**src/rtl/icmp_consts.svh**
```systemverilog
`ifndef ICMP_CONSTS_SVH
`define ICMP_CONSTS_SVH

`define ICMP_HDR_LEN 8
`define PLD_DEPTH 64

`define PROTO_ICMP 1

`define REG_CTRL 0
`define REG_RX_REQ 4
`define REG_TX_REP 8
`define REG_DROP 12

`endif

```
**src/rtl/icmp_proto_pkg.sv**
```systemverilog
package icmp_proto_pkg;

  typedef logic [7:0] byte_t;
  typedef logic [31:0] ip_addr_t;
  typedef logic [15:0] len_t; // Bytes
  typedef logic [15:0] cks_t;
  typedef logic [15:0] icmp_fld_t; // id and seq

  typedef enum logic [7:0] {
    echo_reply   = 8'd0,
    echo_request = 8'd8
  } icmp_type_t;

endpackage : icmp_proto_pkg

```
**src/rtl/icmp_ctl_pkg.sv**
```systemverilog
package icmp_ctl_pkg;

  typedef enum logic [1:0] {
    idle,
    recv,
    wait_tx,
    send
  } echo_state_t;

  typedef logic [31:0] reg_t;
  typedef logic [15:0] cnt_t;

endpackage : icmp_ctl_pkg

```
**src/rtl/icmp_if.sv**
```systemverilog
`timescale 1ns/1ps

interface byte_strm_if
  import icmp_proto_pkg::*;
();
  byte_t dat;
  logic  val;
  logic  sof;
  logic  eof;
  logic  err;

  modport src (output dat, val, sof, eof, err);
  modport snk (input dat, val, sof, eof, err);
endinterface : byte_strm_if

interface echo_hdr_if
  import icmp_proto_pkg::*;
();
  icmp_fld_t id;
  icmp_fld_t seq;
  cks_t      cks;
  ip_addr_t  src_ip;
  len_t      pld_len;
  logic      hdr_val;
  logic      frame_ok;
  logic      frame_bad;

  modport src (output id, seq, cks, src_ip, pld_len, hdr_val, frame_ok, frame_bad);
  modport ctl (input hdr_val, frame_ok, frame_bad);
  modport tx (input id, seq, cks, src_ip, pld_len);
endinterface : echo_hdr_if

```
**src/rtl/icmp_rx_parse.sv**
```systemverilog
`timescale 1ns/1ps
`include "icmp_consts.svh"

module icmp_rx_parse
  import icmp_proto_pkg::*;
(
  input  logic     clk,
  input  logic     fsm_rst,
  input  byte_t    in_dat,
  input  logic     in_val,
  input  logic     in_sof,
  input  logic     in_eof,
  input  logic     in_err,
  input  byte_t    in_proto,
  input  len_t     in_len,
  input  ip_addr_t in_src_ip,
  input  logic     busy,
  byte_strm_if.src pld,
  echo_hdr_if.src  hdr
);

  logic            run, skip, hdr_done, err_seen;
  len_t            cnt, len_exp;
  logic [6:0][7:0] hdr_sr;
  byte_t           typ;

  logic  first, take, skip_now, err_now, last_hdr, hdr_now;
  len_t  idx, len_now;
  byte_t typ_now;

  assign first    = in_val && in_sof && (in_proto == byte_t'(`PROTO_ICMP));
  assign take     = first || (run && in_val);
  assign idx      = first ? '0 : cnt; // Position of the current byte
  assign skip_now = first ? busy : skip; // Frame started during a pending reply
  assign err_now  = in_err || (!first && err_seen);
  assign len_now  = first ? in_len : len_exp;
  assign last_hdr = (idx == len_t'(`ICMP_HDR_LEN - 1));
  assign hdr_now  = hdr_done || last_hdr;
  assign typ_now  = last_hdr ? hdr_sr[6] : typ;

  always_ff @(posedge clk) begin
    if (fsm_rst) begin
      run           <= 1'b0;
      skip          <= 1'b0;
      hdr_done      <= 1'b0;
      err_seen      <= 1'b0;
      cnt           <= '0;
      hdr.hdr_val   <= 1'b0;
      hdr.frame_ok  <= 1'b0;
      hdr.frame_bad <= 1'b0;
      pld.val       <= 1'b0;
      pld.sof       <= 1'b0;
      pld.eof       <= 1'b0;
      pld.err       <= 1'b0;
    end else begin
      hdr.frame_ok  <= 1'b0;
      hdr.frame_bad <= 1'b0;
      pld.val       <= 1'b0;
      if (hdr.frame_ok || hdr.frame_bad) hdr.hdr_val <= 1'b0;
      if (take) begin
        run      <= !in_eof;
        skip     <= skip_now;
        err_seen <= err_now;
        cnt      <= idx + 1'b1;
        if (first) hdr_done <= 1'b0;
        if (last_hdr) begin
          hdr_done    <= 1'b1;
          hdr.hdr_val <= !skip_now;
        end
        if (!skip_now && idx >= len_t'(`ICMP_HDR_LEN)) begin // Payload byte
          pld.val <= 1'b1;
          pld.sof <= (idx == len_t'(`ICMP_HDR_LEN));
          pld.eof <= in_eof;
          pld.err <= in_err;
        end
        if (in_eof) begin
          if (hdr_now && !err_now && (idx + 1'b1 == len_now) &&
              (typ_now == byte_t'(echo_request)))
            hdr.frame_ok <= 1'b1;
          else
            hdr.frame_bad <= 1'b1;
        end
      end
    end
  end

  always_ff @(posedge clk) begin
    pld.dat <= in_dat;
    if (take) hdr_sr <= {hdr_sr[5:0], in_dat};
    if (take && first) len_exp <= in_len;
    if (take && first && !busy) begin
      hdr.src_ip  <= in_src_ip;
      hdr.pld_len <= in_len - len_t'(`ICMP_HDR_LEN);
    end
    if (take && last_hdr) begin
      typ <= hdr_sr[6];
      if (!skip_now) begin // Fields stay put while a reply is pending
        hdr.cks <= {hdr_sr[4], hdr_sr[3]};
        hdr.id  <= {hdr_sr[2], hdr_sr[1]};
        hdr.seq <= {hdr_sr[0], in_dat};
      end
    end
  end

endmodule : icmp_rx_parse

```
**src/rtl/icmp_pld_fifo.sv**
```systemverilog
`timescale 1ns/1ps
`include "icmp_consts.svh"

module icmp_pld_fifo
  import icmp_proto_pkg::*;
(
  input  logic     clk,
  input  logic     fsm_rst,
  input  logic     flush,
  byte_strm_if.snk wr,
  byte_strm_if.src rd,
  input  logic     rd_rdy
);

  localparam int AW = $clog2(`PLD_DEPTH);

  logic [10:0]   mem [`PLD_DEPTH]; // err, eof, sof, byte
  logic [AW:0]   wptr, rptr;
  logic          full, empty, ovf;

  assign empty = (wptr == rptr);
  assign full  = (wptr[AW] != rptr[AW]) && (wptr[AW-1:0] == rptr[AW-1:0]);

  always_ff @(posedge clk) begin
    if (wr.val && !full) mem[wptr[AW-1:0]] <= {wr.err, wr.eof, wr.sof, wr.dat};
  end

  always_ff @(posedge clk) begin
    if (fsm_rst || flush) begin
      wptr <= '0;
      rptr <= '0;
      ovf  <= 1'b0;
    end else begin
      if (wr.val && !full) wptr <= wptr + 1'b1;
      if (wr.val && full) ovf <= 1'b1; // Byte lost, frame is corrupt
      if (rd_rdy && !empty) rptr <= rptr + 1'b1;
    end
  end

  assign rd.val = !empty;
  assign rd.dat = mem[rptr[AW-1:0]][7:0];
  assign rd.sof = mem[rptr[AW-1:0]][8];
  assign rd.eof = mem[rptr[AW-1:0]][9];
  assign rd.err = mem[rptr[AW-1:0]][10] || ovf;

endmodule : icmp_pld_fifo

```
**src/rtl/icmp_echo_ctl.sv**
```systemverilog
`timescale 1ns/1ps

module icmp_echo_ctl
  import icmp_ctl_pkg::*;
(
  input  logic    clk,
  input  logic    fsm_rst,
  echo_hdr_if.ctl hdr,
  input  logic    enable,
  input  logic    done,
  output logic    busy,
  output logic    start,
  output logic    flush,
  output logic    ev_req,
  output logic    ev_rep,
  output logic    ev_drop
);

  echo_state_t state;
  logic        own, accept, drop, verdict;

  assign verdict = hdr.frame_ok || hdr.frame_bad;
  assign own     = hdr.hdr_val && (state == idle || state == recv); // Frame holds the buffer
  assign accept  = hdr.frame_ok && own && enable;
  assign drop    = hdr.frame_bad || (hdr.frame_ok && !accept);

  assign busy  = (state == wait_tx) || (state == send) || accept;
  assign start = (state == wait_tx);

  always_ff @(posedge clk) begin
    if (fsm_rst) begin
      state   <= idle;
      flush   <= 1'b0;
      ev_req  <= 1'b0;
      ev_rep  <= 1'b0;
      ev_drop <= 1'b0;
    end else begin
      ev_req  <= hdr.frame_ok;
      ev_rep  <= done;
      ev_drop <= drop;
      flush   <= done || (drop && (state == idle || state == recv));
      case (state)
        idle: begin
          if (accept) state <= wait_tx;
          else if (hdr.hdr_val && !verdict) state <= recv;
        end
        recv: begin
          if (accept) state <= wait_tx;
          else if (verdict) state <= idle;
        end
        wait_tx: state <= send;
        send: begin
          if (done) state <= idle;
        end
        default: state <= idle;
      endcase
    end
  end

endmodule : icmp_echo_ctl

```
**src/rtl/icmp_tx_build.sv**
```systemverilog
`timescale 1ns/1ps
`include "icmp_consts.svh"

module icmp_tx_build
  import icmp_proto_pkg::*;
(
  input  logic     clk,
  input  logic     fsm_rst,
  input  logic     start,
  echo_hdr_if.tx   hdr,
  byte_strm_if.snk pld,
  output logic     pld_rdy,
  output byte_t    out_dat,
  output logic     out_val,
  output logic     out_sof,
  output logic     out_eof,
  input  logic     out_rdy,
  output ip_addr_t out_dst_ip,
  output len_t     out_len,
  output logic     done
);

  logic        active, in_pld;
  logic [2:0]  idx;
  logic [16:0] cks_sum;
  cks_t        cks_new;
  byte_t       hdr_byte;
  logic        hdr_last, pld_last;

  // Type 8 -> 0 changes the first checksum word by 0x0800
  assign cks_sum = {1'b0, hdr.cks} + 17'h00800;
  assign cks_new = cks_sum[15:0] + cks_t'(cks_sum[16]);

  always_comb begin
    case (idx)
      3'd0:    hdr_byte = byte_t'(echo_reply);
      3'd1:    hdr_byte = 8'h00; // Code
      3'd2:    hdr_byte = cks_new[15:8];
      3'd3:    hdr_byte = cks_new[7:0];
      3'd4:    hdr_byte = hdr.id[15:8];
      3'd5:    hdr_byte = hdr.id[7:0];
      3'd6:    hdr_byte = hdr.seq[15:8];
      default: hdr_byte = hdr.seq[7:0];
    endcase
  end

  assign hdr_last = (idx == 3'(`ICMP_HDR_LEN - 1));
  assign pld_last = pld.eof || pld.err;

  assign out_val = active && out_rdy && (!in_pld || pld.val);
  assign out_dat = in_pld ? pld.dat : hdr_byte;
  assign out_sof = out_val && !in_pld && (idx == 3'd0);
  assign out_eof = out_val && (in_pld ? pld_last : (hdr_last && hdr.pld_len == '0));
  assign pld_rdy = active && in_pld && out_rdy;

  assign out_dst_ip = hdr.src_ip;
  assign out_len    = hdr.pld_len + len_t'(`ICMP_HDR_LEN);

  always_ff @(posedge clk) begin
    if (fsm_rst) begin
      active <= 1'b0;
      in_pld <= 1'b0;
      idx    <= '0;
      done   <= 1'b0;
    end else begin
      done <= 1'b0;
      if (start) begin
        active <= 1'b1;
        in_pld <= 1'b0;
        idx    <= '0;
      end else if (out_val) begin
        if (out_eof) begin
          active <= 1'b0;
          done   <= 1'b1;
        end else if (!in_pld) begin
          idx <= idx + 1'b1;
          if (hdr_last) in_pld <= 1'b1; // Header out, drain payload
        end
      end
    end
  end

endmodule : icmp_tx_build

```
**src/rtl/icmp_csr_axil.sv**
```systemverilog
`timescale 1ns/1ps
`include "icmp_consts.svh"

module icmp_csr_axil
  import icmp_ctl_pkg::*;
(
  input  logic       clk,
  input  logic       fsm_rst,
  input  reg_t       awaddr,
  input  logic       awvalid,
  output logic       awready,
  input  reg_t       wdata,
  input  logic       wvalid,
  output logic       wready,
  output logic [1:0] bresp,
  output logic       bvalid,
  input  logic       bready,
  input  reg_t       araddr,
  input  logic       arvalid,
  output logic       arready,
  output reg_t       rdata,
  output logic [1:0] rresp,
  output logic       rvalid,
  input  logic       rready,
  input  logic       ev_req,
  input  logic       ev_rep,
  input  logic       ev_drop,
  output logic       enable
);

  reg_t awaddr_q, wdata_q;
  logic aw_got, w_got, wr_now;
  cnt_t cnt_req, cnt_rep, cnt_drop;

  function automatic cnt_t sat_inc(input cnt_t c);
    return (c == '1) ? c : c + 1'b1;
  endfunction

  assign wr_now = aw_got && w_got && !bvalid;
  assign bresp  = 2'b00;
  assign rresp  = 2'b00;

  always_ff @(posedge clk) begin
    if (fsm_rst) begin
      awready  <= 1'b0;
      wready   <= 1'b0;
      aw_got   <= 1'b0;
      w_got    <= 1'b0;
      bvalid   <= 1'b0;
      arready  <= 1'b0;
      rvalid   <= 1'b0;
      enable   <= 1'b1;
      cnt_req  <= '0;
      cnt_rep  <= '0;
      cnt_drop <= '0;
    end else begin
      awready <= awvalid && !awready && !aw_got && !bvalid; // One-cycle ready pulses
      wready  <= wvalid && !wready && !w_got && !bvalid;
      arready <= arvalid && !arready && !rvalid;
      if (awvalid && awready) aw_got <= 1'b1;
      if (wvalid && wready) w_got <= 1'b1;
      if (bvalid && bready) bvalid <= 1'b0;
      if (rvalid && rready) rvalid <= 1'b0;
      if (arvalid && arready) rvalid <= 1'b1;

      if (ev_req) cnt_req <= sat_inc(cnt_req);
      if (ev_rep) cnt_rep <= sat_inc(cnt_rep);
      if (ev_drop) cnt_drop <= sat_inc(cnt_drop);

      if (wr_now) begin
        aw_got <= 1'b0;
        w_got  <= 1'b0;
        bvalid <= 1'b1;
        case (awaddr_q)
          `REG_CTRL:   enable   <= wdata_q[0];
          `REG_RX_REQ: cnt_req  <= '0; // Any write clears
          `REG_TX_REP: cnt_rep  <= '0;
          `REG_DROP:   cnt_drop <= '0;
          default: ;
        endcase
      end
    end
  end

  always_ff @(posedge clk) begin
    if (awvalid && awready) awaddr_q <= awaddr;
    if (wvalid && wready) wdata_q <= wdata;
    if (arvalid && arready) begin
      case (araddr)
        `REG_CTRL:   rdata <= {31'b0, enable};
        `REG_RX_REQ: rdata <= {16'b0, cnt_req};
        `REG_TX_REP: rdata <= {16'b0, cnt_rep};
        `REG_DROP:   rdata <= {16'b0, cnt_drop};
        default:     rdata <= '0;
      endcase
    end
  end

endmodule : icmp_csr_axil

```
**src/rtl/icmp_echo.sv**
```systemverilog
`timescale 1ns/1ps

module icmp_echo
  import icmp_proto_pkg::*;
  import icmp_ctl_pkg::*;
(
  input  logic       clk,
  input  logic       fsm_rst,
  input  byte_t      in_dat,
  input  logic       in_val,
  input  logic       in_sof,
  input  logic       in_eof,
  input  logic       in_err,
  input  byte_t      in_proto,
  input  len_t       in_len,
  input  ip_addr_t   in_src_ip,
  output byte_t      out_dat,
  output logic       out_val,
  output logic       out_sof,
  output logic       out_eof,
  input  logic       out_rdy,
  output ip_addr_t   out_dst_ip,
  output len_t       out_len,
  input  reg_t       awaddr,
  input  logic       awvalid,
  output logic       awready,
  input  reg_t       wdata,
  input  logic       wvalid,
  output logic       wready,
  output logic [1:0] bresp,
  output logic       bvalid,
  input  logic       bready,
  input  reg_t       araddr,
  input  logic       arvalid,
  output logic       arready,
  output reg_t       rdata,
  output logic [1:0] rresp,
  output logic       rvalid,
  input  logic       rready
);

  logic busy, start, done, flush, enable, pld_rdy;
  logic ev_req, ev_rep, ev_drop;

  byte_strm_if rx_pld ();
  byte_strm_if tx_pld ();
  echo_hdr_if  hdr ();

  icmp_rx_parse u_rx_parse (
    .clk, .fsm_rst, .in_dat, .in_val, .in_sof, .in_eof, .in_err,
    .in_proto, .in_len, .in_src_ip, .busy,
    .pld (rx_pld),
    .hdr (hdr)
  );

  icmp_pld_fifo u_pld_fifo (
    .clk, .fsm_rst, .flush,
    .wr     (rx_pld),
    .rd     (tx_pld),
    .rd_rdy (pld_rdy)
  );

  icmp_echo_ctl u_echo_ctl (
    .clk, .fsm_rst, .hdr (hdr), .enable, .done,
    .busy, .start, .flush, .ev_req, .ev_rep, .ev_drop
  );

  icmp_tx_build u_tx_build (
    .clk, .fsm_rst, .start, .hdr (hdr), .pld (tx_pld), .pld_rdy,
    .out_dat, .out_val, .out_sof, .out_eof, .out_rdy,
    .out_dst_ip, .out_len, .done
  );

  icmp_csr_axil u_csr_axil (
    .clk, .fsm_rst,
    .awaddr, .awvalid, .awready, .wdata, .wvalid, .wready,
    .bresp, .bvalid, .bready, .araddr, .arvalid, .arready,
    .rdata, .rresp, .rvalid, .rready,
    .ev_req, .ev_rep, .ev_drop, .enable
  );

endmodule : icmp_echo

```
**config.mk**
```make
export PLATFORM = sky130hd
export DESIGN_NAME = icmp_echo
export DESIGN_NICKNAME = d
export VERILOG_FILES = /design/src/rtl/icmp_proto_pkg.sv /design/src/rtl/icmp_ctl_pkg.sv /design/src/rtl/icmp_if.sv /design/src/rtl/icmp_rx_parse.sv /design/src/rtl/icmp_pld_fifo.sv /design/src/rtl/icmp_echo_ctl.sv /design/src/rtl/icmp_tx_build.sv /design/src/rtl/icmp_csr_axil.sv /design/src/rtl/icmp_echo.sv
export VERILOG_INCLUDE_DIRS = /design/src /design/src/rtl
export SDC_FILE = /design/constraint.sdc
export NUM_CORES = 1
export LEC_CHECK = 0
export BUFFER_PORTS_ARGS = -buffer_cell sky130_fd_sc_hd__buf_2
export CORE_AREA = 2 2 272 274
export DETAILED_ROUTE_END_ITERATION = 16
export DIE_AREA = 0 0 274 276
export PLACE_DENSITY = 0.83
export SLEW_MARGIN = 30
export SYNTH_ARGS = -nofsm -noshare
export SYNTH_HDL_FRONTEND = slang
export SYNTH_SLANG_ARGS = --single-unit
```
**constraint.sdc**
```tcl
create_clock -name clk -period 6.9 [get_ports clk]
set_input_delay 0.69 -clock clk [delete_from_list [all_inputs] [get_ports clk]]
set_output_delay 0.69 -clock clk [all_outputs]
set_load 0.02 [all_outputs]
```
==> results of run 1 <==
worst register-to-register path, stage by stage, from the launching register on:
cell,delay (ns)
dfxtp_1,0.76
xor2_1,0.25
nor4_2,0.11
a31o_2,0.28
nor2_1,0.32
nand3b_1,0.78
nor2_1,1.06
cells by family after synthesis:
family	synth area share (%)
XOR/XNOR	2.62
AO/OA/AOI/OAI	3.12
multiplexers	9.87
adder cells (fa/ha/maj)	0.548
other	0.00966
AND/OR/NAND/NOR	8.57
buffers and inverters	2.03
flip-flops	73.2
area by class of cell:
class,instances,area (sq um),share of cell area [%]
sequential,988,28500,64.5
clock inverter,65,850,1.92
inverter,28,105,0.238
clock buffer,117,2490,5.64
tap,959,1200,2.72
multi-input combinational,1168,9780,22.1
timing repair buffer,238,1260,2.86
cells in the final DEF, fill, tap and decap left out, drive strengths merged, types with 20 or more instances in the layout:
cell / instances
edfxtp: 865
buf: 238
nor2: 228
mux4: 155
dfxtp: 123
clkbuf: 117
nand2: 101
nor3: 68
xor2: 66
nand3: 57
xnor2: 50
clkinv: 40
a21oi: 37
nor4: 35
inv: 31
nand4: 29
o21ai: 24
conb: 20
how the worst max path moves through the flow:
stage / end / startpoint
2_1_floorplan: u_rx_parse.hdr.cks[0]$_DFFE_PP_ / in_val
3_3_place_gp: out_dat[2] / register
6_report: out_eof / register
5_1_grt: out_dat[7] / u_rx_parse.hdr.cks[11]$_DFFE_PP_
3_5_place_dp: out_dat[1] / register
4_1_cts: out_dat[7] / register
per-stage QoR:
step                instances  utilization [%]  worst slack (ns)  cell area [sq um]
finish                   3563             60.8              1.85              44200
global route             3563             60.8              1.66              44200
CTS                      3563             60.7              1.97              44100
detailed placement       3381             56.1              2.66              40800
global placement         3381             56.1              2.69              40700
floorplan                2297                -             0.104              38900
sequential cells by signal (all words and copies together) (netlist names), 3 cells and up, named ones only:
| register | flops |
|---|---|
| u_pld_fifo.mem | 640 |
| u_csr_axil.cnt_req | 16 |
| u_rx_parse.hdr.pld_len | 16 |
| u_rx_parse.hdr.cks | 16 |
| u_csr_axil.cnt_drop | 16 |
| u_rx_parse.pld.dat | 8 |
| u_rx_parse.len_exp | 16 |
| u_rx_parse.typ | 8 |
| u_rx_parse.hdr.id | 16 |
| u_tx_build.idx | 3 |
| u_rx_parse.cnt | 16 |
| u_csr_axil.rdata | 16 |
| u_csr_axil.cnt_rep | 16 |
| u_rx_parse.hdr.src_ip | 32 |
| u_rx_parse.hdr_sr | 56 |
| u_pld_fifo.rptr | 7 |
| u_pld_fifo.wptr | 7 |
| u_rx_parse.hdr.seq | 16 |
| u_csr_axil.awaddr_q | 32 |
layer usage:
metal	share of wire (%)	up-vias	wire length [microns]	track usage (%)
met5	0.018	-	17	0
met4	4.7	4	4350	10.7
met3	9.9	311	9180	5.65
met2	50	1491	45700	39.9
met1	36	11106	33000	30.1
li1	-	9428	-	-
power by group:
group	switching (uW)	leakage (uW)	total, uW	internal [uW]
clock	2300	0.00161	5540	3240
sequential	34.6	0.00851	6510	6480
combinational	84.2	0.00376	126	41.7
==> impl_metrics.py, run 1 <==
metrics = {
    "outcome": {
        "status": "complete, no violations",
    },
    "worst_setup_path": {
        "crit_buf_inv": 2,
        "startpoint_type": "register",
        "cp.required_ns": 6.21,
        "cp.arrival_ns": 4.36,
        "path_max_fanout": 29,
        "crit_family": "compound AO/OA/AOI/OAI gates",
        "path_class": "reg2out",
        "end_kind": "output pin",
        "crit_chain": "buf_4 > nand2b_1 > a211oi_1 > o41ai_1 > o221ai_1 > a21oi_1 > nor2_1 > buf_2",
        "crit_path_top_delay_cell": "dfxtp_2",
        "critical_path_depth": 8,
        "cpPeakStageDelay_ns": 0.94,
        "reg2reg_slack_ns": 2.98,
        "ff2ff_path_depth": 6,
        "r2r-end": "u_pld_fifo.mem[17][9]$_DFFE_PP_",
        "r2r_start": "u_pld_fifo.wptr[4]$_SDFFE_PP0P_",
    },
    "grt": {
        "grt_pass1_wl_microns": 137000,
        "antenna_found_initial": 2,
        "grt_usage_pct": 24.0,
        "grt_pass1_vias": 22476,
        "grt_max_degree": 77,
        "gr-total-overflow": 0,
    },
    "power": {
        "powerDensity_nw_per_um2": 276,
        "ir_drop_mv": 0.268,
        "leakagePower_uw": 0.0139,
        "p_total_uw": 12200,
    },
    "yosys": {
        "synth_area_leaders": "edfxtp_1 (67%), mux4_2 (8.8%), dfxtp_1 (6.3%)",
        "synth_edf_count": 865,
        "synth_most_common_cell": "edfxtp_1",
        "synth_cell_types": 82,
        "synth-seq-area-share_pct": 73.2,
        "syn_inst": 2278,
        "synthTopCellsByCount": "edfxtp_1 (865), nor2_1 (227), mux4_2 (151), dfxtp_1 (123), nand2_1 (101)",
        "synth-async-reset-ratio_pct": 0,
        "syn_area_sq_um": 38800,
        "syn_avg_cell_area_sq_um": 17.0,
        "yosysWarnings": 0,
        "synth_ff_type": "edfxtp_1",
        "synth_area_leader_cell": "edfxtp_1",
        "synth_seq_cells": 988,
        "yosysTopAreaCellShare_pct": 66.9,
    },
    "run": {
        "drv_cap": 0,
    },
    "die": {
        "io_pins": 272,
        "dieArea_sq_um": 75600,
        "die_x_microns": 274,
        "core-area_sq_um": 72600,
        "initial_core_util_pct": 53.5,
        "fp.dieH_microns": 276,
        "rows": 99,
    },
    "timing": {
        "rsz0062_at_grt": "no",
        "final-hold-violation-count": 0,
        "max_freq_mhz": 198,
        "maxSlewHeadroom_pct": 31.7,
        "fin_setup_tns_ns": 0,
        "slew_viol_final": 0,
        "finClkSkew_ns": 0.0502,
        "tightest_slew_ns": 1.02,
        "setup_viol": 0,
        "final.period_utilization_pct": 73.2,
        "holdWs_ns": 0.184,
        "fin_crit_ns": 5.05,
    },
    "route": {
        "vias_per_cell": 6.27,
        "first_pass_iters": 8,
        "wl_per_cell_microns": 25.9,
        "drc": 0,
        "ant_nets": 0,
        "drt_iter0_drc": 2708,
        "vias": 22340,
        "drt_wl_total_microns": 92300,
    },
    "hold_path": {
        "hold_class": "in2reg",
        "min_to": "u_rx_parse.pld.dat[0]$_DFF_P_",
        "min-delay-start": "in_dat[0]",
        "hold_depth": 1,
    },
    "clock_tree": {
        "htreeDepth": 3,
        "clkSinkCount": 988,
        "hold_buffers": 0,
        "tritoncts": "built",
        "cts_inserted_buffers": 96,
        "cts_resized": 0,
        "clk_pin_slew_ns": 0.06,
        "cts_root_buf": "clkbuf_16",
        "cts_setup_buffers": 0,
        "insertion_delay_ns": 0.67,
        "clockBufferDepth": 3,
    },
    "final_layout": {
        "n_fill_cell": 4890,
        "diodes": 0,
        "nets": 2709,
        "areaGrowthSynthToFinish_pct": 13.7,
        "drive_gt1_share_pct": 24.1,
    },
    "placement": {
        "dp_hpwl_microns": 54200,
        "place_congestion": 0.899,
        "portBuffers": 220,
    },
}
(Power assumes the default switching activity.)
==> run 2, diff against run 1 <==
--- a/config.mk
+++ b/config.mk
@@ -6,11 +6,12 @@
 export SDC_FILE = /design/constraint.sdc
 export NUM_CORES = 1
 export LEC_CHECK = 0
+export ABC_AREA = 1
 export BUFFER_PORTS_ARGS = -buffer_cell sky130_fd_sc_hd__buf_2
-export CORE_AREA = 2 2 272 274
+export CORE_AREA = 2 2 261 263
 export DETAILED_ROUTE_END_ITERATION = 16
-export DIE_AREA = 0 0 274 276
-export PLACE_DENSITY = 0.83
+export DIE_AREA = 0 0 263 265
+export PLACE_DENSITY = 0.87
 export SLEW_MARGIN = 30
 export SYNTH_ARGS = -nofsm -noshare
 export SYNTH_HDL_FRONTEND = slang
==> constraint.sdc (replaced) <==
create_clock -name clk -period 5.2 [get_ports clk]
set_input_delay 0.52 -clock clk [delete_from_list [all_inputs] [get_ports clk]]
set_output_delay 0.52 -clock clk [all_outputs]
set_load 0.02 [all_outputs]
==> impl_metrics.py, run 2 <==
metrics = {
    "die": {
        "dieArea_sq_um": 69700,
        "rows": 95,
        "core-area_sq_um": 66800,
        "initial_core_util_pct": 59.7,
        "die_x_microns": 263,
        "fp.dieH_microns": 265,
        "io_pins": 272,
    },
    "power": {
        "p_total_uw": 15300,
        "ir_drop_mv": 0.310,
        "leakagePower_uw": 0.0153,
        "powerDensity_nw_per_um2": 343,
    },
    "timing": {
        "holdWs_ns": 0.0182,
        "setup_viol": 0,
        "tightest_slew_ns": 1.12,
        "fin_crit_ns": 4.74,
        "rsz0062_at_grt": "no",
        "final.period_utilization_pct": 91.2,
        "maxSlewHeadroom_pct": 25.1,
        "finClkSkew_ns": 0.0355,
        "max_freq_mhz": 211,
        "final-hold-violation-count": 0,
        "fin_setup_tns_ns": 0,
        "slew_viol_final": 0,
    },
    "hold_path": {
        "hold_class": "in2reg",
        "hold_depth": 1,
        "min-delay-start": "in_dat[4]",
        "min_to": "u_rx_parse.pld.dat[4]$_DFF_P_",
    },
    "clock_tree": {
        "clockBufferDepth": 3,
        "tritoncts": "built",
        "cts_root_buf": "clkbuf_16",
        "cts_setup_buffers": 0,
        "clkSinkCount": 988,
        "cts_inserted_buffers": 94,
        "htreeDepth": 3,
        "insertion_delay_ns": 0.67,
        "clk_pin_slew_ns": 0.07,
    },
    "placement": {
        "placed_area_sq_um": 41700,
        "portBuffers": 220,
        "dp_hpwl_microns": 58100,
        "place_congestion": 0.934,
    },
    "yosys": {
        "synth-async-reset-ratio_pct": 0,
        "synth_area_leader_cell": "edfxtp_1",
        "synth_edf_count": 865,
        "synth-seq-area-share_pct": 71.2,
        "synth_cell_types": 59,
        "synth_area_leaders": "edfxtp_1 (65%), dfxtp_1 (6.2%), o21ai_0 (4.7%)",
        "yosysWarnings": 0,
        "syn_avg_cell_area_sq_um": 12.1,
        "yosysTopAreaCellShare_pct": 65.1,
        "synth_seq_cells": 988,
        "syn_area_sq_um": 39900,
        "synth_most_common_cell": "edfxtp_1",
        "syn_inst": 3300,
        "synth_ff_type": "edfxtp_1",
        "synthTopCellsByCount": "edfxtp_1 (865), nor2_1 (493), o21ai_0 (375), nand2_1 (299), nand3_1 (262)",
    },
    "run": {
        "drv_cap": 0,
    },
    "route": {
        "drt_wl_total_microns": 97900,
        "drt_iter0_drc": 3979,
        "first_pass_iters": 7,
        "vias": 27773,
        "vias_per_cell": 6.24,
        "wl_per_cell_microns": 22.0,
        "ant_nets": 0,
        "drc": 0,
    },
    "grt": {
        "gr-total-overflow": 0,
        "grt_pass1_wl_microns": 148000,
        "grt_usage_pct": 27.4,
        "grt_pass1_vias": 26832,
        "antenna_found_initial": 2,
        "grt_max_degree": 137,
    },
    "final_layout": {
        "drive_gt1_share_pct": 13.0,
        "largest_reg_flops": 640,
        "final_common_cell": "edfxtp_1",
        "fin_area_sq_um": 44700,
        "mostFrequentLayoutCells": "edfxtp_1 (865), nor2_1 (462), o21ai_0 (375), nand2_1 (299), nand3_1 (262)",
        "nets": 3687,
        "areaGrowthSynthToFinish_pct": 12.1,
    },
    "outcome": {
        "status": "complete, no violations",
    },
    "worst_setup_path": {
        "startpoint_type": "register",
        "r2r-end": "u_pld_fifo.mem[44][2]$_DFFE_PP_",
        "path_class": "reg2out",
        "end_kind": "output pin",
        "ff2ff_path_depth": 10,
        "cp.required_ns": 4.68,
        "r2r_start": "u_pld_fifo.wptr[3]$_SDFFE_PP0P_",
        "reg2reg_slack_ns": 1.39,
        "cp.arrival_ns": 4.22,
        "path_max_fanout": 7,
    },
}
## run 2: changes by cell type after synthesis, sizes merged, moves of 44 or more
cell and change:
o21ai +367, nor2 +278, nand3 +208, nand2 +202, inv +186, mux4 -155, o221ai +94, clkbuf +68
xnor2 -44
## run 2: how the worst max path moves through the flow
stage | slack, ns | to | cells past startpoint | startpoint
after floorplan | 1.59 | u_rx_parse.hdr.pld_len[0]$_DFFE_PP_ | 6 | in_proto[3]
after global placement | 1.44 | out_dat[5] | 16 | u_rx_parse.hdr.cks[11]$_DFFE_PP_
after detailed placement | 1.35 | out_dat[5] | 16 | u_rx_parse.hdr.cks[11]$_DFFE_PP_
after CTS | 0.60 | out_dat[5] | 16 | u_rx_parse.hdr.cks[11]$_DFFE_PP_
after global routing | 0.12 | out_dat[5] | 16 | u_rx_parse.hdr.cks[11]$_DFFE_PP_
final | 0.46 | out_dat[4] | 17 | u_rx_parse.hdr.cks[11]$_DFFE_PP_
## run 2: kinds of logic (layout without fill, tap and decap cells)
group | count (synthesis) | in the layout | share of synthesized area, %
AOI/OAI and AO/OA | 651 | 651 | 9.73
xor gates and xnor gates | 59 | 59 | 1.31
adders and majority gates | 17 | 17 | 0.533
buffers and inverters | 388 | 646 | 4.08
DFF | 988 | 988 | 71.2
other | 1 | 21 | 0.00940
and+or+nand+nor | 1196 | 1196 | 13.1
## run 2: report_power, final
part           total, uW  switching (uW)  internal, uW
combinational        195             138          57.6
sequential          8630            30.2          8600
clock               6500            2890          3610
## run 2: repair_timing
action / 4_1_cts / 5_1_grt
hold buffers: 2 / 0
endpoints found under the hold margin: 2 / 0
resized for setup: 0 / 0
## run 2: cell type report
class,instances,area (sq um)
clock buffers,130,2600
flip-flops and latches,988,28500
clock inverters,45,325
fillers,4366,22100
inverters,216,823
multi-input cells,1943,10000
repair buffers,255,1420
diodes,1,2.50
well taps,873,1090
## run 2: metal layers
metal | global-route usage (%) | share of wire (%) | vias to the layer above
met5 | 0 | 0.015 | -
met4 | 13.4 | 4.5 | 2
met3 | 5.96 | 11 | 347
li1 | - | - | 12322
met2 | 45.5 | 49 | 1946
met1 | 34.5 | 36 | 13156
## run 2: worst max-delay path: stages (launching register included)
cell	delay [ns]
edfxtp_1	0.47
nand4_1	0.17
nor2_1	0.17
ha_1	0.22
ha_1	0.17
nand2_1	0.09
nor2_1	0.18
nand2_1	0.07
nor2_1	0.13
nand2_1	0.10
nor3_1	0.27
nand3_1	0.20
o21ai_0	0.21
nand3_1	0.13
nand3_1	0.14
nor2_1	0.10
a31oi_1	0.49
buf_2	0.27
## run 2: metrics by stage
| step | instances | utilization, % | worst slack (ns) |
|---|---|---|---|
| after detailed placement | 4273 | 62.5 | 1.35 |
| after global placement | 4273 | 62.4 | 1.44 |
| after CTS | 4450 | 66.9 | 0.602 |
| after floorplan | 3319 | - | 1.59 |
| final | 4451 | 67.0 | 0.458 |
| after global routing | 4451 | 67.0 | 0.123 |
